## src/design/inferenceScheduler.sv

```systemverilog
`timescale 1ns/1ps

module inferenceScheduler #(
	parameter int OutDepth = 4
) (
	input  logic clk,
	input  logic reset,
	input  logic notEmpty,
	input  logic [$clog2(OutDepth+1)-1:0] queueCount,
	input  logic resultPush,
	output logic pop
);
	localparam int CountWidth = $clog2(OutDepth + 1);

	logic [CountWidth-1:0] inFlight;
	logic [CountWidth:0] reserved;

	// Queue slots already taken plus slots promised to vectors inside the layers
	assign reserved = queueCount + inFlight;
	assign pop = notEmpty && (reserved < (CountWidth + 1)'(OutDepth));

	always_ff @(posedge clk)
	begin
		if (reset)
			inFlight <= '0;
		else
		begin
			case ({pop, resultPush})
				2'b10: inFlight <= inFlight + 1'b1;
				2'b01: inFlight <= inFlight - 1'b1;
				default: inFlight <= inFlight;
			endcase
		end
	end

	assert property (@(posedge clk) disable iff (reset) reserved <= (CountWidth + 1)'(OutDepth))
		else $error("inferenceScheduler: more results reserved than queue slots");

endmodule

```

## config.mk

```make
export PLATFORM = sky130hd
export DESIGN_NAME = inferenceScheduler
export DESIGN_NICKNAME = d
export VERILOG_FILES = /design/src/design/inferenceScheduler.sv
export SDC_FILE = /design/constraint.sdc
export NUM_CORES = 1
export LEC_CHECK = 0
export ABC_AREA = 1
export BUFFER_PORTS_ARGS = -buffer_cell sky130_fd_sc_hd__buf_2
export CORE_AREA = 2 2 39 41
export CTS_BUF_LIST = sky130_fd_sc_hd__clkbuf_2
export DETAILED_ROUTE_END_ITERATION = 16
export DIE_AREA = 0 0 41 43
export PLACE_DENSITY = 0.32
export SETUP_SLACK_MARGIN = 0.1
export SYNTH_ARGS = -nofsm -noshare
export SYNTH_HDL_FRONTEND = slang
export SYNTH_SLANG_ARGS = --single-unit
```

## constraint.sdc

```tcl
create_clock -name clk -period 1.81 [get_ports clk]
set_input_delay 0.4525 -clock clk [delete_from_list [all_inputs] [get_ports clk]]
set_output_delay 0.4525 -clock clk [all_outputs]
set_load 0.1 [all_outputs]
```

==> summary.md <==
| Metric | Value |
|---|---|
| Routed wire length per instance | `8.18 um` |
| P_leak | `0.186 nW` |
| Largest family of logic cells by synthesized area | `simple AND/OR/NAND/NOR gates` |
| Synth Net Count | `41` |
| Clock sinks | `3` |
| Routed vias | `236` |
| Worst R2R Path Depth | `10` |
| DP Cell Count | `57` |
| Synth Warn # | `0` |
| Htree depth | `1` |
| Antenna Nets Post-Route | `0` |
| Sequential cell area fraction in the yosys report | `28.1%` |
| Finish-stage setup viols | `0` |
| Core area | `1380 sq um` |
| Final min period | `1.81 ns` |
| Starting density of the core | `15.5%` |
| Wire length of the first global-routing pass | `814 um` |
| Top cell type's share of synthesized area | `28.1%` |
| Slew @ Worst Pin | `0.186 ns` |
| Critical Setup Path Class | `in2out` |
| Area grow syn2layout | `89.5%` |
| Reg clk slew, reported paths | `0.04 ns` |
| Initial antenna violation count | `0` |
| Crit end category | `output port` |
| Min-delay src | `reset` |
| # diodes | `0` |
| Skew-Pair Late Insertion Delay | `0.20 ns` |
| Layout Cells excl Fill | `62` |
| Tcrit/Tclk final | `99.9%` |
| Post-Synth Simple-Gate Area | `27.5%` |
| GRT Total Usage | `7.62%` |
| Top cells by area, synth | `dfxtp_1 (28%), ha_1 (18%), nor2_1 (12%)` |
| Final hold violation count | `0` |
| Post-synthesis xor/xnor area fraction | `0%` |
| Synth area leader | `dfxtp_1` |
| Maximum vdd ir drop | `0.316 mV` |
| Share of layout cells above drive strength 1 | `58.7%` |
| Slew HR | `87.6%` |
| CP arrival | `1.36 ns` |
| FF+latch count, synth | `3` |
| Pre-Repair DR Iteration Count | `1` |
| RSZ-0062 raised after global routing | `yes` |
| Multiplexer area fraction after synthesis | `0%` |
| CP Max Fanout | `2` |
| I/O Buffers | `7` |
| Outcome | `complete, no violations` |
| DRC viols | `0` |
| Vias per Instance | `3.81` |
| Clock skew | `0.00285 ns` |
| Synth Area in Adders | `26.9%` |
| Reg2reg setup slack | `0.06 ns` |
| Final nets | `58` |
| Row cnt | `14` |
| WP data required | `1.36 ns` |
| CTS tree | `done` |
| Chip height | `43 um` |
| Mapped Cells | `30` |
| Total Power | `0.000440 W` |
| Clock buffer depth | `2` |
| Max Cap Violations | `0` |
| PD cells | `1080 nW/um^2` |
| Die width | `41 um` |
| Critical Path Source | `queueCount[1]` |
| Post-Route WL | `507 um` |
| Ports | `8` |
| Vias in the first global route | `213` |
| Post-DP Area | `353 sq um` |
| Largest net degree at the start of global routing | `6` |
| Utilization after layout | `29.3%` |
| Synth Area in Compound Gates | `7.02%` |
| CTS Root Cell | `clkbuf_2` |
| Count of different cell masters after synthesis | `11` |
| Worst hold path class | `in2reg` |
| CP Launch Type | `input pin` |
| Worst Hold Depth | `4` |
| Mean post-synth cell area | `7.13 sq um` |
| Post-DP HPWL | `438 um` |
| R2R Path End | `inFlight[2]` |
| Starting DRT DRC Count | `0` |
| Placer's final routability congestion estimate | `0.685` |
| Slew Limit Fails | `0` |
| Cell area after synthesis | `214 sq um` |
| Hold Path Sink | `inFlight[2]` |
| RR Startpoint | `inFlight[2]` |
| Total gr overflow | `0` |
| Design area | `405 sq um` |
| Largest regs | `inFlight (3)` |
| PnR worst setup slack | `0.00174 ns` |
| CTS Buf Count | `3` |
| Die area | `1760 sq um` |
| Fmax | `0.553 GHz` |
| Max FFs per register | `3` |
| Pre-CTS setup slack | `-0.261 ns` |
| Biggest register | `inFlight` |
-- cells by family after synthesis --
kind of cell | after synthesis
buf+inv | 6
simple gates | 14
compound gates | 3
fa+ha+maj | 4
flops | 3
-- report_power, final --
part	internal, W	switching [W]	leakage (nW)	total [W]
Sequential	0.0000867	0.0000197	0.0256	0.000106
Combinational	0.000118	0.000124	0.143	0.000242
Clock	0.0000583	0.0000332	0.0166	0.0000915
-- cell usage in the layout (no fill, tap or decap), types with 2 or more instances in the layout --
| cell type | synthesis | final |
|---|---|---|
| buf_2 | 0 | 4 |
| buf_4 | 0 | 5 |
| buf_6 | 0 | 2 |
| clkbuf_2 | 0 | 4 |
| dfxtp_2 | 0 | 2 |
| ha_4 | 0 | 2 |
| inv_1 | 5 | 4 |
| nand2_1 | 4 | 3 |
| nand4_1 | 2 | 2 |
| nor2_1 | 7 | 6 |
-- repair_timing --
item	CTS	global route
setup endpoints to repair	3	3
buffers inserted	0	1
hold buffers	0	0
gates resized for setup	8	0
endpoints found under the hold margin	0	0
pin swaps	11	3
-- stage by stage --
stage               hold slack (ns)  TNS (ns)
finish                        0.514         0
global route                  0.508    -0.134
CTS                           0.503   -0.0227
detailed placement            0.514    -0.505
global placement              0.513    -0.472
floorplan                     0.481    -0.152
-- worst max-delay path by stage --
| stage | cells past startpoint | endpoint | slack, ns |
|---|---|---|---|
| CTS | 6 | pop | -0.02 |
| global route | 6 | pop | -0.08 |
| detailed placement | 11 | inFlight[2] | -0.26 |
| global placement | 11 | inFlight[2] | -0.23 |
| finish | 7 | pop | 0.002 |
| floorplan | 10 | inFlight[2] | -0.08 |
-- per-layer routing --
metal | share of wire (%) | track usage (%) | up-vias
met5 | 0 | 0 | -
met4 | 0 | 8.00 | 0
met3 | 9.9 | 4.71 | 0
met2 | 47 | 10.3 | 7
met1 | 43 | 7.05 | 101
li1 | - | - | 128
-- synthesized netlist by cell type --
master / instances
nor2_1: 7
inv_1: 5
nand2_1: 4
dfxtp_1: 3
ha_1: 3
nand4_1: 2
o21ai_0: 2
a21oi_1: 1
fa_1: 1
inv_2: 1
nand3_1: 1
-- layout make-up --
type                       count  area [sq um]
multi-input combinational     21           176
fill                         154           978
sequential                     3          62.6
timing repair buffer          12           100
clock buffer                   4          20.0
inverter                       6          26.3
tap                           16          20.0
-- critical path: stages --
cell	delay, ns
buf_6	0.09
ha_4	0.25
nand3_2	0.06
nand4_1	0.12
buf_4	0.13
clkinvlp_4	0.08
buf_12	0.16
No activity file was read; power rests on OpenSTA's default activity.
