`config.mk`:
```
export PLATFORM = sky130hd
export DESIGN_NAME = resultQueue
export DESIGN_NICKNAME = d
export VERILOG_FILES = /design/src/design/nnPkg.sv /design/src/design/resultQueue.sv
export SDC_FILE = /design/constraint.sdc
export NUM_CORES = 1
export LEC_CHECK = 0
export BUFFER_PORTS_ARGS = -buffer_cell sky130_fd_sc_hd__clkbuf_2
export CAP_MARGIN = 20
export CORE_ASPECT_RATIO = 0.75
export CORE_UTILIZATION = 40
export CTS_CLUSTER_DIAMETER = 200
export DETAILED_ROUTE_END_ITERATION = 8
export GPL_ROUTABILITY_DRIVEN = 1
export GPL_TIMING_DRIVEN = 0
export SYNTH_ARGS = -nofsm -noshare
export SYNTH_HDL_FRONTEND = slang
export SYNTH_SLANG_ARGS = --single-unit
```
`constraint.sdc`:
```
create_clock -name clk -period 6.4 [get_ports clk]
set_clock_uncertainty 0.05 [all_clocks]
set_input_delay 1.92 -clock clk [delete_from_list [all_inputs] [get_ports clk]]
set_output_delay 1.92 -clock clk [all_outputs]
set_load 0.02 [all_outputs]
```
`src/design/nnPkg.sv`:
```
package nnPkg;

	localparam int DataWidth = 16;
	localparam int FracBits = 8; // Q8.8 words
	localparam int AccWidth = 24;
	localparam int NumFeatures = 15;
	localparam int NumHidden = 4;
	localparam int NumOutputs = 2;

	typedef logic signed [DataWidth-1:0] word_t;

	// Word 0 sits in the least significant bits of each vector
	typedef struct packed {
		word_t [NumFeatures-1:0] words;
	} featureVec_t;

	typedef struct packed {
		word_t [NumHidden-1:0] words;
	} hiddenVec_t;

	typedef struct packed {
		word_t [NumOutputs-1:0] words;
	} resultVec_t;

	// Every weight stays below 2.0 in magnitude, so 15 products never wrap the accumulator
	localparam word_t [0:NumHidden-1][0:NumFeatures-1] HiddenWeights = '{
		'{16'sh00B9, 16'sh0040, 16'shFF80, 16'sh0012, 16'sh0100, 16'sh00DE, 16'shFFD4, 16'sh0180,
		  16'sh0033, 16'sh0116, 16'shFEF7, 16'shFE2C, 16'sh0186, 16'shFEC1, 16'sh017C},
		'{16'shFF20, 16'sh0150, 16'sh0022, 16'shFFE0, 16'sh0090, 16'shFF70, 16'sh0101, 16'sh0044,
		  16'shFFB0, 16'sh00C8, 16'sh0010, 16'shFF10, 16'sh0075, 16'sh0190, 16'shFFA0},
		'{16'shFE80, 16'shFF00, 16'shFFC0, 16'shFF90, 16'sh0020, 16'shFEE0, 16'shFF30, 16'shFFF0,
		  16'shFE40, 16'shFF60, 16'sh0030, 16'shFF50, 16'shFE90, 16'shFFA8, 16'shFF18},
		'{16'sh0066, 16'shFF9A, 16'sh0120, 16'sh0008, 16'shFF44, 16'sh00F0, 16'sh0058, 16'shFE70,
		  16'sh00A4, 16'sh0014, 16'sh01C0, 16'shFFCC, 16'sh0088, 16'shFF2C, 16'sh0036}
	};

	localparam word_t [0:NumHidden-1] HiddenBias = '{
		16'sh0020, 16'shFFC0, 16'sh0180, 16'sh0010
	};

	localparam word_t [0:NumOutputs-1][0:NumHidden-1] OutputWeights = '{
		'{16'sh0140, 16'shFF80, 16'sh00A0, 16'sh00C0},
		'{16'shFF60, 16'sh0110, 16'sh0080, 16'shFF90}
	};

	localparam word_t [0:NumOutputs-1] OutputBias = '{
		16'sh0040, 16'sh0100
	};

	localparam logic signed [AccWidth-1:0] AccMax = (2 ** (DataWidth - 1)) - 1;
	localparam logic signed [AccWidth-1:0] AccMin = -(2 ** (DataWidth - 1));

	function automatic word_t saturateWord(input logic signed [AccWidth-1:0] value);
		word_t clamped;
		if (value > AccMax)
			clamped = word_t'(AccMax);
		else if (value < AccMin)
			clamped = word_t'(AccMin);
		else
			clamped = word_t'(value);
		return clamped;
	endfunction

endpackage

```
`src/design/resultQueue.sv`:
```
`timescale 1ns/1ps

module resultQueue #(
	parameter int Depth = 4
) (
	input  logic clk,
	input  logic reset,
	input  nnPkg::resultVec_t resultIn,
	input  logic resultPush,
	input  logic resultCredit,
	output logic [$clog2(Depth+1)-1:0] queueCount,
	output nnPkg::resultVec_t resultOut,
	output logic resultValid
);
	import nnPkg::*;

	localparam int PtrWidth = (Depth > 1) ? $clog2(Depth) : 1;
	localparam int CreditWidth = 8; // Room for far more credits than downstream will grant

	resultVec_t mem [Depth];
	logic [PtrWidth-1:0] wrPtr;
	logic [PtrWidth-1:0] rdPtr;
	logic [CreditWidth-1:0] credits;
	logic send;

	// A result arriving at an empty queue may leave in the same cycle
	assign send = (credits != '0) && ((queueCount != '0) || resultPush);

	always_ff @(posedge clk)
	begin
		if (reset)
		begin
			wrPtr <= '0;
			rdPtr <= '0;
			queueCount <= '0;
			credits <= '0;
			resultValid <= 1'b0;
		end
		else
		begin
			resultValid <= send;
			if (resultPush)
				wrPtr <= (wrPtr == PtrWidth'(Depth - 1)) ? '0 : wrPtr + 1'b1;
			if (send)
				rdPtr <= (rdPtr == PtrWidth'(Depth - 1)) ? '0 : rdPtr + 1'b1;
			case ({resultPush, send})
				2'b10: queueCount <= queueCount + 1'b1;
				2'b01: queueCount <= queueCount - 1'b1;
				default: queueCount <= queueCount;
			endcase
			case ({resultCredit, send})
				2'b10: credits <= credits + 1'b1;
				2'b01: credits <= credits - 1'b1;
				default: credits <= credits;
			endcase
		end
	end

	always_ff @(posedge clk)
	begin
		if (resultPush)
			mem[wrPtr] <= resultIn;
		if (send)
			resultOut <= (queueCount == '0) ? resultIn : mem[rdPtr]; // Bypass when empty
	end

	assert property (@(posedge clk) disable iff (reset) !(resultPush && queueCount == Depth))
		else $error("resultQueue: push while full");

endmodule

```
==> impl_metrics.json <==
{
  "cp_max_fo": 12,
  "critical_path.most_common_cell": "ha_1",
  "critical_path.cell_chain": "clkbuf_2 > inv_1 > a22oi_2 > ha_1 > buf_6 > xor2_1 > ha_1 > nand2b_1 > o21ai_1 > a211o_1 > a21oi_1 > mux2_1",
  "drc": 0,
  "cts_tree": "yes",
  "synth_cell_type_count": 46,
  "global_route.overflow_total": 0,
  "vias_after_detailed_routing": 3651,
  "cts.hold.buffers_added": 0,
  "effective_utilization_at_floorplan_pct": 41.6,
  "cts-htree-levels": 4,
  "io_buffer_count": 71,
  "root_buffer": "clkbuf_16",
  "finalWorstSetupSlack_ns": 2.00,
  "dp_worst_setup_slack_ns": 1.56,
  "timing_worst_setup_path_type": "in2reg",
  "most_frequently_used_flop_master_after_synthesis": "edfxtp_1",
  "antenna_violations_before_repair": 0,
  "design_area_um2": 8590,
  "drtIter0Drc": 229,
  "synth_top_area_share_pct": 67.6,
  "cpPeakStageDelay_ns": 0.78,
  "slew_margin_rel_pct": 35.2,
  "syn-cell-area_um2": 7100,
  "drive_gt1_share_pct": 40.9,
  "core-area_um2": 17100,
  "slowest_stage": "a22oi_2",
  "detailed_place.area_um2": 7880,
  "routed_wire_length_per_instance_um": 18.9,
  "worst_ir_drop_on_vdd_mv": 0.195,
  "worst_path_clk_slew_ns": 0.06,
  "maximum_root_to_sink_buffer_count": 2,
  "setup_repair_after_global_routing_missed_its_margin": "no",
  "global_route.usage.total_pct": 15.9,
  "clock_sink_count": 178,
  "die_w_um": 156,
  "num_io_pins": 72,
  "worst_pin_slew_ns": 0.971,
  "place.gp.congestion": 0.799,
  "cp_num_buf_inv": 3,
  "post_cts.repair.setup_buffers": 0,
  "synth_edf_count": 160,
  "diodes": 0,
  "fmax_mhz": 227,
  "critical-path-top-delay-family": "compound AO/OA/AOI/OAI gates",
  "synth.area.top_cells": "edfxtp_1 (68%), mux4_2 (10%), dfxtp_1 (5.1%)",
  "status": "completed",
  "cts_made_buffers": 17,
  "timing_hold_violations_final": 0,
  "setup_viol": 0,
  "synth-async-reset-ratio_pct": 0,
  "syn_nets": 411,
  "power.density_nw_per_um2": 462,
  "design.die.area_um2": 18300,
  "power.static_leakage_nw": 3.02,
  "die_h_um": 117,
  "first_global_vias": 3761,
  "period_minus_slack_ns": 4.40,
  "grt_start_max_net_pins": 33,
  "timing.critical_path.to_type": "flip-flop",
  "yosysTopAreaCell": "edfxtp_1",
  "area_delta_synth_final_pct": 20.9,
  "synthesis.yosys.warnings": 0,
  "antenna_left": 0,
  "detailedPlacementHpwl_mm": 8.24,
  "cap_violations": 0,
  "drt-vias-per-instance": 5.14,
  "routed_wl_mm": 13.4,
  "critPathRequiredTime_ns": 6.66,
  "fin_nets": 508,
  "post_cts_resized": 0,
  "fin_crit_sh_pct": 68.7,
  "cp-start-kind": "input port",
  "postSynthRegisterBits": 178,
  "arrival_ns": 4.66,
  "timing_max_transition_violations_final": 0,
  "synth_area_per_inst_um2": 19.5,
  "hold_class": "reg2reg",
  "seq_area_frac_synth_pct": 72.7,
  "syn_inst": 365,
  "drtPass1Iterations": 4,
  "fin_worst_hold_slack_ns": 0.478,
  "clkLatencyLatePin_ns": 0.43,
  "row_count": 41,
  "global_route_wire_length_before_repair_mm": 21.1
}
-- layer usage --
| layer | vias to the layer above | global-route usage, % | routed length [um] |
|---|---|---|---|
| met5 | - | 0 | 0 |
| met4 | 0 | 4.96 | 128 |
| met3 | 14 | 5.06 | 651 |
| met2 | 86 | 23.9 | 6330 |
| met1 | 1892 | 21.8 | 6290 |
| li1 | 1659 | - | - |
-- worst min-delay path: cells and delay by family (launching register included) --
family | cells | cell delay [ns]
flip-flops | 1 | 0.34
AO/OA/AOI/OAI | 2 | 0.14
-- flip-flops by register name (all words and copies together), names as in the netlist, named ones only --
signal and count:
credits 8, wrPtr 2, resultOut 32, resultValid 1, mem 128, rdPtr 2
queueCount 3
-- cell usage after synthesis (all sizes together), types with 2 or more instances --
cell type and count:
nor4 2, nor3 3, nand2 3, ha 9
a32oi 2, mux4 32, dfxtp 18, a21oi 8
and2 6, edfxtp 160, nor2b 6, xnor2 3
a211o 2, buf 15, mux2i 5, xor2 4
nand3 3, mux2 34, o21ai 8, or3 4
inv 5, clkbuf 3, nor2 14
-- per-stage QoR --
step / instances / TNS [ns] / util (%) / power, mW
3_5_place_dp: 679 / 0 / 46.1 / 2.76
5_1_grt: 710 / 0 / 50.3 / 4.15
3_3_place_gp: 672 / -12.19 / 45.4 / 2.95
2_1_floorplan: 365 / 0 / - / 2.40
6_report: 710 / 0 / 50.3 / 3.96
4_1_cts: 710 / 0 / 50.3 / 4.01
-- layout make-up --
class                           instances  area [um^2]
Buffer                                 18          104
Clock buffer                           17          425
Clock inverter                         14          283
Fill cell                            1423         8500
Inverter                                5         18.8
Multi-Input combinational cell        164         1830
Sequential cell                       178         5160
Tap cell                              236          295
Timing Repair Buffer                   78          470
-- cells by family after synthesis --
logic type | Yosys count | synth area share (%)
AOI/OAI and AO/OA | 28 | 2.77
xor gates and xnor gates | 7 | 0.863
adders and majority gates | 10 | 1.87
buffers and inverters | 23 | 1.73
DFF | 178 | 72.7
muxes | 71 | 16.2
and+or+nand+nor | 48 | 3.82
-- where the power goes --
part           switching (mW)  total (mW)  leakage, nW  internal, mW
logic                   0.650        1.14         1.05         0.485
clock network           0.431        1.24        0.341         0.810
registers              0.0753        1.59         1.63          1.51
total                    1.16        3.96         3.02          2.81
-- cell usage in the layout, fill, tap and decap left out, drive strengths merged, types with 2 or more instances in the layout --
cell	netlist	layout
edfxtp	160	160
clkbuf	3	91
mux2	34	34
mux4	32	32
buf	15	22
dfxtp	18	18
nor2	14	14
ha	9	9
a21oi	8	8
bufinv	0	8
o21ai	8	8
inv	5	7
nor2b	6	6
and2	6	6
mux2i	5	5
xor2	4	4
or3	4	4
nor3	3	3
nand2	3	3
xnor2	3	3
nand3	3	3
clkinv	0	3
nor4	2	2
a32oi	2	2
a211o	2	2
-- final timing paths --
| check | start | end | slack, ns | depth (start not counted) |
|---|---|---|---|---|
| max reg2reg | credits[3]$_SDFFE_PP0P_ | credits[4]$_SDFFE_PP0P_ | 3.03 | 12 |
| min | queueCount[2]$_SDFFE_PP0P_ | queueCount[2]$_SDFFE_PP0P_ | 0.48 | 2 |
| min reg2reg | queueCount[2]$_SDFFE_PP0P_ | queueCount[2]$_SDFFE_PP0P_ | 0.48 | 2 |
| max | resultPush | credits[4]$_SDFFE_PP0P_ | 2.00 | 12 |
No activity file was read; power rests on OpenSTA's default activity.
