--- config.mk ---
export PLATFORM = sky130hd
export DESIGN_NAME = featureFifo
export DESIGN_NICKNAME = d
export VERILOG_FILES = /design/src/design/nnPkg.sv /design/src/design/featureFifo.sv
export SDC_FILE = /design/constraint.sdc
export NUM_CORES = 1
export LEC_CHECK = 0
export BUFFER_PORTS_ARGS = -buffer_cell sky130_fd_sc_hd__buf_4
export CORE_AREA = 5 5 349 351
export DETAILED_ROUTE_END_ITERATION = 12
export DIE_AREA = 0 0 354 356
export SYNTH_ARGS = -nofsm -noshare
export SYNTH_HDL_FRONTEND = slang
export SYNTH_SLANG_ARGS = --single-unit
--- constraint.sdc ---
create_clock -name clk -period 9.09 [get_ports clk]
set_input_delay 0.4545 -clock clk [delete_from_list [all_inputs] [get_ports clk]]
set_output_delay 0.4545 -clock clk [all_outputs]
set_load 0.05 [all_outputs]
--- src/design/nnPkg.sv ---
package nnPkg;

	localparam int DataWidth = 16;
	localparam int FracBits = 8; // Q8.8 words
	localparam int AccWidth = 24;
	localparam int NumFeatures = 15;
	localparam int NumHidden = 4;
	localparam int NumOutputs = 2;

	typedef logic signed [DataWidth-1:0] word_t;

	// Word 0 sits in the least significant bits of each vector
	typedef struct packed {
		word_t [NumFeatures-1:0] words;
	} featureVec_t;

	typedef struct packed {
		word_t [NumHidden-1:0] words;
	} hiddenVec_t;

	typedef struct packed {
		word_t [NumOutputs-1:0] words;
	} resultVec_t;

	// Every weight stays below 2.0 in magnitude, so 15 products never wrap the accumulator
	localparam word_t [0:NumHidden-1][0:NumFeatures-1] HiddenWeights = '{
		'{16'sh00B9, 16'sh0040, 16'shFF80, 16'sh0012, 16'sh0100, 16'sh00DE, 16'shFFD4, 16'sh0180,
		  16'sh0033, 16'sh0116, 16'shFEF7, 16'shFE2C, 16'sh0186, 16'shFEC1, 16'sh017C},
		'{16'shFF20, 16'sh0150, 16'sh0022, 16'shFFE0, 16'sh0090, 16'shFF70, 16'sh0101, 16'sh0044,
		  16'shFFB0, 16'sh00C8, 16'sh0010, 16'shFF10, 16'sh0075, 16'sh0190, 16'shFFA0},
		'{16'shFE80, 16'shFF00, 16'shFFC0, 16'shFF90, 16'sh0020, 16'shFEE0, 16'shFF30, 16'shFFF0,
		  16'shFE40, 16'shFF60, 16'sh0030, 16'shFF50, 16'shFE90, 16'shFFA8, 16'shFF18},
		'{16'sh0066, 16'shFF9A, 16'sh0120, 16'sh0008, 16'shFF44, 16'sh00F0, 16'sh0058, 16'shFE70,
		  16'sh00A4, 16'sh0014, 16'sh01C0, 16'shFFCC, 16'sh0088, 16'shFF2C, 16'sh0036}
	};

	localparam word_t [0:NumHidden-1] HiddenBias = '{
		16'sh0020, 16'shFFC0, 16'sh0180, 16'sh0010
	};

	localparam word_t [0:NumOutputs-1][0:NumHidden-1] OutputWeights = '{
		'{16'sh0140, 16'shFF80, 16'sh00A0, 16'sh00C0},
		'{16'shFF60, 16'sh0110, 16'sh0080, 16'shFF90}
	};

	localparam word_t [0:NumOutputs-1] OutputBias = '{
		16'sh0040, 16'sh0100
	};

	localparam logic signed [AccWidth-1:0] AccMax = (2 ** (DataWidth - 1)) - 1;
	localparam logic signed [AccWidth-1:0] AccMin = -(2 ** (DataWidth - 1));

	function automatic word_t saturateWord(input logic signed [AccWidth-1:0] value);
		word_t clamped;
		if (value > AccMax)
			clamped = word_t'(AccMax);
		else if (value < AccMin)
			clamped = word_t'(AccMin);
		else
			clamped = word_t'(value);
		return clamped;
	endfunction

endpackage

--- src/design/featureFifo.sv ---
`timescale 1ns/1ps

module featureFifo #(
	parameter int Depth = 4
) (
	input  logic clk,
	input  logic reset,
	input  nnPkg::featureVec_t featureIn,
	input  logic featureValid,
	input  logic pop,
	output nnPkg::featureVec_t head,
	output logic notEmpty,
	output logic featureCredit
);
	import nnPkg::*;

	localparam int PtrWidth = (Depth > 1) ? $clog2(Depth) : 1;

	featureVec_t mem [Depth];
	logic [PtrWidth-1:0] wrPtr;
	logic [PtrWidth-1:0] rdPtr;
	logic [$clog2(Depth+1)-1:0] count;

	always_ff @(posedge clk)
	begin
		if (reset)
		begin
			wrPtr <= '0;
			rdPtr <= '0;
			count <= '0;
		end
		else
		begin
			if (featureValid)
				wrPtr <= (wrPtr == PtrWidth'(Depth - 1)) ? '0 : wrPtr + 1'b1;
			if (pop)
				rdPtr <= (rdPtr == PtrWidth'(Depth - 1)) ? '0 : rdPtr + 1'b1;
			case ({featureValid, pop})
				2'b10: count <= count + 1'b1;
				2'b01: count <= count - 1'b1;
				default: count <= count;
			endcase
		end
	end

	always_ff @(posedge clk)
	begin
		if (featureValid)
			mem[wrPtr] <= featureIn;
	end

	assign head = mem[rdPtr];
	assign notEmpty = (count != '0);
	assign featureCredit = pop; // Each freed slot goes straight back upstream

	assert property (@(posedge clk) disable iff (reset) !(featureValid && count == Depth))
		else $error("featureFifo: push while full, upstream overran its credits");

endmodule

==> results of run 1 <==
==> what timing repair did <==
action,4_1_cts,5_1_grt
hold buffers,242,0
endpoints found under the hold margin,969,0
setup endpoints to repair,0,0
==> through the flow <==
stage / power [W] / instance area (um2) / std cells / hold WS, ns
global route: 0.0109 / 46000 / 3725 / 0.103
global placement: 0.00659 / 40500 / 3296 / 0.462
CTS: 0.0106 / 46000 / 3721 / 0.0271
finish: 0.0105 / 46000 / 3731 / 0.115
detailed placement: 0.00662 / 40500 / 3296 / 0.492
floorplan: 0.00616 / 35100 / 1302 / 0.447
==> critical path: cells and delay by family, from the launching register on <==
| kind | cells | cell delay [ns] |
|---|---|---|
| buffers and inverters | 3 | 1.28 |
| DFF | 1 | 0.90 |
| muxes | 1 | 0.63 |
==> logic make-up (layout without fill, tap and decap cells) <==
| kind of cell | count (synthesis) | count (layout) | synth area share |
|---|---|---|---|
| DFF | 969 | 969 | 0.827 |
| muxes | 242 | 242 | 0.155 |
| buffers and inverters | 62 | 933 | 0.0126 |
| and+or+nand+nor | 15 | 15 | 0.00225 |
| adders and majority gates | 7 | 7 | 0.00271 |
| AOI/OAI and AO/OA | 5 | 5 | 0.000713 |
| xor gates and xnor gates | 2 | 2 | 0.000499 |
| other | 0 | 10 | 0 |
==> synthesized netlist by cell type <==
library cell  number
edfxtp_1         960
mux4_2           240
buf_2             25
buf_6             23
dfxtp_1            9
inv_1              7
nor2_1             7
clkbuf_1           6
ha_1               6
a21oi_1            4
and2_1             4
mux2i_1            2
nor3b_1            2
or3_1              2
xor2_1             2
buf_4              1
fa_1               1
o21ai_0            1
==> per-layer routing <==
layer	share of wire	wire length [um]	track usage	vias up
met2	0.52	41700	0.219	451
met3	0.066	5310	0.0382	116
li1	-	-	-	7262
met1	0.39	31600	0.153	8875
met5	0.00017	14	0	-
met4	0.025	2010	0.0445	4
==> how the worst max path moves through the flow <==
stage                end  slack (ns)  depth (start not counted)     start
2_1_floorplan  mem[0][0]        2.47                          3  wrPtr[0]
5_1_grt        head[158]        4.30                          4  register
3_5_place_dp   head[158]        5.28                          4  register
3_3_place_gp   head[189]        5.34                          4  register
4_1_cts        head[158]        4.47                          4  register
6_report       head[158]        4.72                          4  register
==> registers in the layout, indices dropped and copies added, names as in the netlist, named ones only <==
signal / flops
wrPtr: 2
mem: 960
count: 3
rdPtr: 2
==> cells in the final DEF, fill, tap and decap left out <==
| master | n |
|---|---|
| clkbuf_1 | 25 |
| clkbuf_8 | 2 |
| o21ai_0 | 1 |
| dlygate4sd3_1 | 242 |
| buf_4 | 494 |
| bufinv_16 | 5 |
| dfxtp_1 | 7 |
| clkinv_8 | 1 |
| edfxtp_1 | 960 |
| mux4_2 | 240 |
| inv_1 | 7 |
| clkinv_2 | 12 |
| nor2_1 | 7 |
| fa_1 | 1 |
| mux2i_1 | 2 |
| inv_6 | 6 |
| clkinv_1 | 24 |
| and2_4 | 4 |
| a21oi_1 | 4 |
| diode_2 | 10 |
| xor2_1 | 2 |
| clkinv_4 | 2 |
| dfxtp_4 | 2 |
| clkinvlp_4 | 4 |
| clkbuf_16 | 102 |
| or3_1 | 2 |
| nor3b_1 | 2 |
| buf_12 | 7 |
| ha_1 | 6 |
==> cell type report <==
| cell class | instances | area share |
|---|---|---|
| antenna | 10 | 0.000544 |
| clock buffer | 129 | 0.0581 |
| clock inverter | 54 | 0.00905 |
| inverter | 7 | 0.000571 |
| multi-input combinational | 271 | 0.123 |
| sequential | 969 | 0.631 |
| tap | 1548 | 0.0421 |
| timing repair buffer | 743 | 0.136 |
==> power groups by stage <==
stage	logic [W]	registers, W	clock network [W]
finish	0.00144	0.00516	0.00386
global route	0.00151	0.00517	0.00418
CTS	0.00146	0.00516	0.00398
detailed placement	0.00136	0.00525	0
global placement	0.00135	0.00524	0
floorplan	0.000894	0.00526	0
==> metrics.md, run 1 <==
| Metric | Value |
|---|---|
| Critical-path top delay cell | `dfxtp_4` |
| Post-route ant nets | `0` |
| Reg2reg end | `mem[1][203]` |
| Net Sw Frac | `0.250` |
| Pre-CTS WS | `5.28 ns` |
| Clock Skews | `0.0281 ns` |
| Synth Instances | `1302` |
| WP data required | `8.64 ns` |
| Max-slew violation count | `0` |
| Vias after detailed routing | `about 17000` |
| Slew of the pin with the lowest slew margin | `1.13 ns` |
| Hold Startpoint | `pop` |
| Overall global routing resource usage | `0.127` |
| Buffer count from post-CTS setup fixing | `0` |
| Die H | `approximately 360 um` |
| Detail Placement HPWL | `48.2 mm` |
| Period minus WS final | `4.37 ns` |
| Area of the multi-input gates | `approximately 0.0057 mm2` |
| Reg-to-reg slack, setup | `6.06 ns` |
| Register Area | `roughly 0.029 mm2` |
| Vias/cell | `4.48` |
| Clock transition at the registers of the reported paths | `~0.060 ns` |
| CP Capture Type | `output pin` |
| Part of the power in registers | `0.493` |
| Internal power | `0.00784 W` |
| Rows | `127` |
| Layout net count | `2344` |
| First-pass GRT wire length | `between 100 and 150 mm` |
| Most used cell, CP | `buf_4` |
| FF-to-FF path depth | `5` |
| Pwr Density | `227 mW/mm2` |
| CTS buffer count | `between 100 and 150` |
| Comb pwr share | `0.137` |
| Fraction of the cycle the final worst path needs | `0.481` |
| Setup ws final | `4.72 ns` |
| Share of layout cells above drive strength 1 | `0.405` |
| Pleak | `about 15 nW` |
| Max transition margin | `0.248` |
| Status | `complete, no violations` |
| Yosys synthesis warning count | `0` |
| IO buf count | `485` |
| Initial Util | `0.296` |
| Setup TNS after final layout | `0 ns` |
| Max FO, Critical Path | `90` |
| Vias in the first global route | `18900` |
| Peak VDD IR | `0.134 mV` |
| CTS Sinks | `969` |
| Synth area leader | `edfxtp_1` |
| Total routed wirelength | `between 80 and 90 mm` |
| Critical path startpoint category | `register` |
| Clk_lat worst skew | `about 0.7 ns` |
| Synth top area share | `0.822` |
| Hold Path Class | `in -> reg` |
| Clock tree buffer depth | `3` |
| Mapped cell area | `0.0351 mm2` |
| Leading post-synthesis cells by cell area | `edfxtp_1, mux4_2, buf_6, dfxtp_1, buf_2` |
| Largest net degree at the start of global routing | `about 130` |
| Clock Power Share | `0.369` |
| GPL Wtd Cong | `0.732` |
| Achievable frequency | `229 MHz` |
| Seq/Total Area, Yosys | `0.827` |
| Reported max-cap violation count | `0` |
| Drt first-iter violations | `1004` |
| Placeable Area | `0.119 mm2` |
| Syn avg cell area | `between 20 and 30 um2` |
| Die X | `354 um` |
| Worst R2R Start | `wrPtr[1]` |
| Critical Path AT | `a little under 4 ns` |
| CP peak stage delay | `~0.9 ns` |
| Top Ports | `486` |
| CTS tree | `yes` |
| Critical Setup Path Class | `reg -> out` |
| DRC | `0` |
| Finished Core Util | `0.388` |
| Gr ovfl total | `0` |
| # fillers | `~10000` |
| Final Hold Viols | `0` |
| P_sw | `around 0.0026 W` |
| Yosys reg bits | `969` |
| Drt pass-1 iters | `5` |
| Mapped Nets | `1553` |
| Post-synth cell types | `18` |
| Mean routed wirelength per cell | `approximately 22 um` |
| Clk root buf | `clkbuf_16` |
| Post-CTS Resized | `0` |
| H-tree depth | `3` |
| Initial antenna violation count | `12` |
| Die area | `between 0.1 and 0.15 mm2` |
| Area growth syn-to-layout | `31.1%` |
| WHS Path Cells | `3` |
| CP cell instances | `buf_4, buf_12, mux4_2, buf_4` |
| Unrepaired setup endpoints after global routing | `no` |
| Finish-stage setup viols | `0` |
No activity file was read; power rests on OpenSTA's default activity.
==> run 2: changes to the inputs <==
==> constraint.sdc (replaced) <==
create_clock -name clk -period 4 [get_ports clk]
set_input_delay 0.2 -clock clk [delete_from_list [all_inputs] [get_ports clk]]
set_output_delay 0.2 -clock clk [all_outputs]
set_load 0.05 [all_outputs]
==> run 2 against run 1 <==
Against the previous run: critical path depth fell by 1; via count is 0.74% higher; clock skew decreased by 0.0096 ns; final area increased by 1.9%; clock power increased by 140%.
==> metrics.md, run 2 (synthesis results as in run 1) <==
| Metric | Value |
|---|---|
| Clk root buf | `clkbuf_16 (unchanged)` |
| Drt first-iter violations | `1096 (was 1004)` |
| Critical Path AT | `2.74 ns (was 3.92 ns)` |
| Critical-path top delay cell | `dfxtp_4 (unchanged)` |
| Setup TNS after final layout | `0 ns (unchanged)` |
| CP peak stage delay | `0.84 ns (was 0.90 ns)` |
| CTS buffer count | `99 (was 101)` |
| Hold Path Class | `in -> reg (unchanged)` |
| Slew of the pin with the lowest slew margin | `0.961 ns (was 1.13 ns)` |
| Regs by FF count | `mem (960), count (3) (unchanged)` |
| Unrepaired setup endpoints after global routing | `no (unchanged)` |
| Vias after detailed routing | `16800 (was 16700)` |
| Largest net degree at the start of global routing | `70 (was 125)` |
| Achievable frequency | `340 MHz` |
| Max reg flops | `960 (unchanged)` |
| Design Power | `0.0242 W (was 0.0105 W)` |
| Final Hold Viols | `0 (unchanged)` |
| Period minus WS final | `2.94 ns` |
| Mean routed wirelength per cell | `21.0 um (was 21.6 um)` |
| Crit path buf inv count | `2 (was 3)` |
| Vias/cell | `4.43 (was 4.48)` |
| Clk_lat worst skew | `0.66 ns (was 0.70 ns)` |
| Clock Skews | `0.0185 ns (was 0.0281 ns)` |
| CTS Sinks | `969 (unchanged)` |
| Commonest cells after routing, fill and taps aside | `edfxtp_1, buf_4, dlygate4sd3_1 (unchanged)` |
| Fraction of the cycle the final worst path needs | `0.734` |
| CTS tree | `yes (unchanged)` |
| Initial antenna violation count | `5 (was 12)` |
| Detail Placement HPWL | `51.9 mm (was 48.2 mm)` |
| Clock tree buffer depth | `3 (unchanged)` |
| Total routed wirelength | `79.7 mm (was 80.6 mm)` |
| IO buf count | `485 (unchanged)` |
| Initial Util | `0.296 (unchanged)` |
| Area of the multi-input gates | `0.00565 mm2 (unchanged)` |
| Critical path startpoint category | `register (unchanged)` |
| CP Capture Type | `output pin (unchanged)` |
| Gr ovfl total | `0 (unchanged)` |
| Layout net count | `2409 (was 2344)` |
| Max transition margin | `0.359 (was 0.248)` |
| Crit path max-delay family | `flip-flops (was buffers and inverters)` |
| Overall global routing resource usage | `0.124 (was 0.127)` |
| GPL Wtd Cong | `0.767 (was 0.732)` |
| Rows | `127 (unchanged)` |
| Top reg by flops | `mem (unchanged)` |
| Commonest non-fill, non-tap cell in the layout | `edfxtp_1 (unchanged)` |
| Setup ws final | `1.06 ns (was 4.72 ns)` |
| Pwr Density | `516 mW/mm2 (was 227 mW/mm2)` |
| Hold Startpoint | `featureIn[129] (was pop)` |
| Critical Setup Path Class | `reg -> out (unchanged)` |
| DRC | `0 (unchanged)` |
| Top Ports | `486 (unchanged)` |
| Vias in the first global route | `18900 (about the same)` |
| Register Area | `0.0290 mm2 (unchanged)` |
| Pre-CTS WS | `1.64 ns (was 5.28 ns)` |
| Max-slew violation count | `0 (unchanged)` |
| Area growth syn-to-layout | `33.6% (was 31.1%)` |
| CP cell instances | `buf_12, mux4_2, buf_4 (was buf_4, buf_12, mux4_2, buf_4)` |
| Placeable Area | `0.119 mm2 (unchanged)` |
| Clock transition at the registers of the reported paths | `0.06 ns (about the same)` |
| Post-route ant nets | `0 (unchanged)` |
| Status | `complete, no violations (unchanged)` |
| Finish-stage setup viols | `0 (unchanged)` |
| Die area | `0.126 mm2 (unchanged)` |
| Share of layout cells above drive strength 1 | `0.425 (was 0.405)` |
| Die X | `354 um (unchanged)` |
| Pleak | `15.8 nW (was 15.3 nW)` |
| Peak VDD IR | `0.419 mV (was 0.134 mV)` |
| First-pass GRT wire length | `119 mm (was 120 mm)` |
| Buffer count from post-CTS setup fixing | `0 (unchanged)` |
| Die H | `356 um (unchanged)` |
| # fillers | `10300 (was 10500)` |
| Reported max-cap violation count | `0 (unchanged)` |
| Max FO, Critical Path | `36 (was 90)` |
| Post-CTS Resized | `0 (unchanged)` |
| H-tree depth | `3 (unchanged)` |
| WP data required | `3.80 ns (was 8.64 ns)` |
| Drt pass-1 iters | `5 (unchanged)` |
| Worst R2R Start | `wrPtr[0] (was wrPtr[1])` |
[run 2: worst register-to-register path, stage by stage, from the launching register on]
cell	delay [ns]
dfxtp_1	0.35
inv_1	0.10
ha_1	0.15
and2_4	0.75
buf_4	0.53
[run 2: per-stage QoR]
stage	hold slack, ns	instance area (um2)	cells	util
2_1_floorplan	0.269	35100	1302	-
3_3_place_gp	0.398	41200	3361	0.347
3_5_place_dp	0.404	41200	3361	0.347
4_1_cts	0.193	46900	3791	0.395
5_1_grt	0.221	46900	3795	0.395
6_report	0.276	46900	3797	0.395
[run 2: layout make-up]
class | count | area share
Antenna cell | 6 | 0.000320
Clock buffer | 125 | 0.0556
Clock inverter | 61 | 0.0141
Inverter | 7 | 0.000561
Multi-Input combinational cell | 271 | 0.121
Sequential cell | 969 | 0.619
Tap cell | 1548 | 0.0413
Timing Repair Buffer | 810 | 0.149
[run 2: worst paths after layout]
kind | to | slack (ns) | cells after the start
worst max-delay path | head[84] | 1.06 | 3
worst min-delay path | mem[2][129] | 0.28 | 2
worst max register to register | mem[2][114] | 1.73 | 4
worst min register to register | count[2] | 0.49 | 2
[run 2: where the power goes]
part | switching, W | internal [W] | total (W)
Clock | 0.00379 | 0.00535 | 0.00913
Sequential | 0.000113 | 0.0116 | 0.0117
Combinational | 0.00210 | 0.00126 | 0.00335
Total | 0.00599 | 0.0182 | 0.0242
[run 2: repair_timing]
action / 4_1_cts / 5_1_grt
hold buffers: 244 / 0
setup endpoints to repair: 0 / 0
hold endpoints to repair: 969 / 0
[run 2: layer usage]
layer  wire length (um)  global-route usage  vias up
li1                   -                   -     7391
met1              31600               0.152     8841
met2              41200               0.217      485
met3               4960              0.0324      115
met4               1930              0.0368        0
met5                  0                   0        -
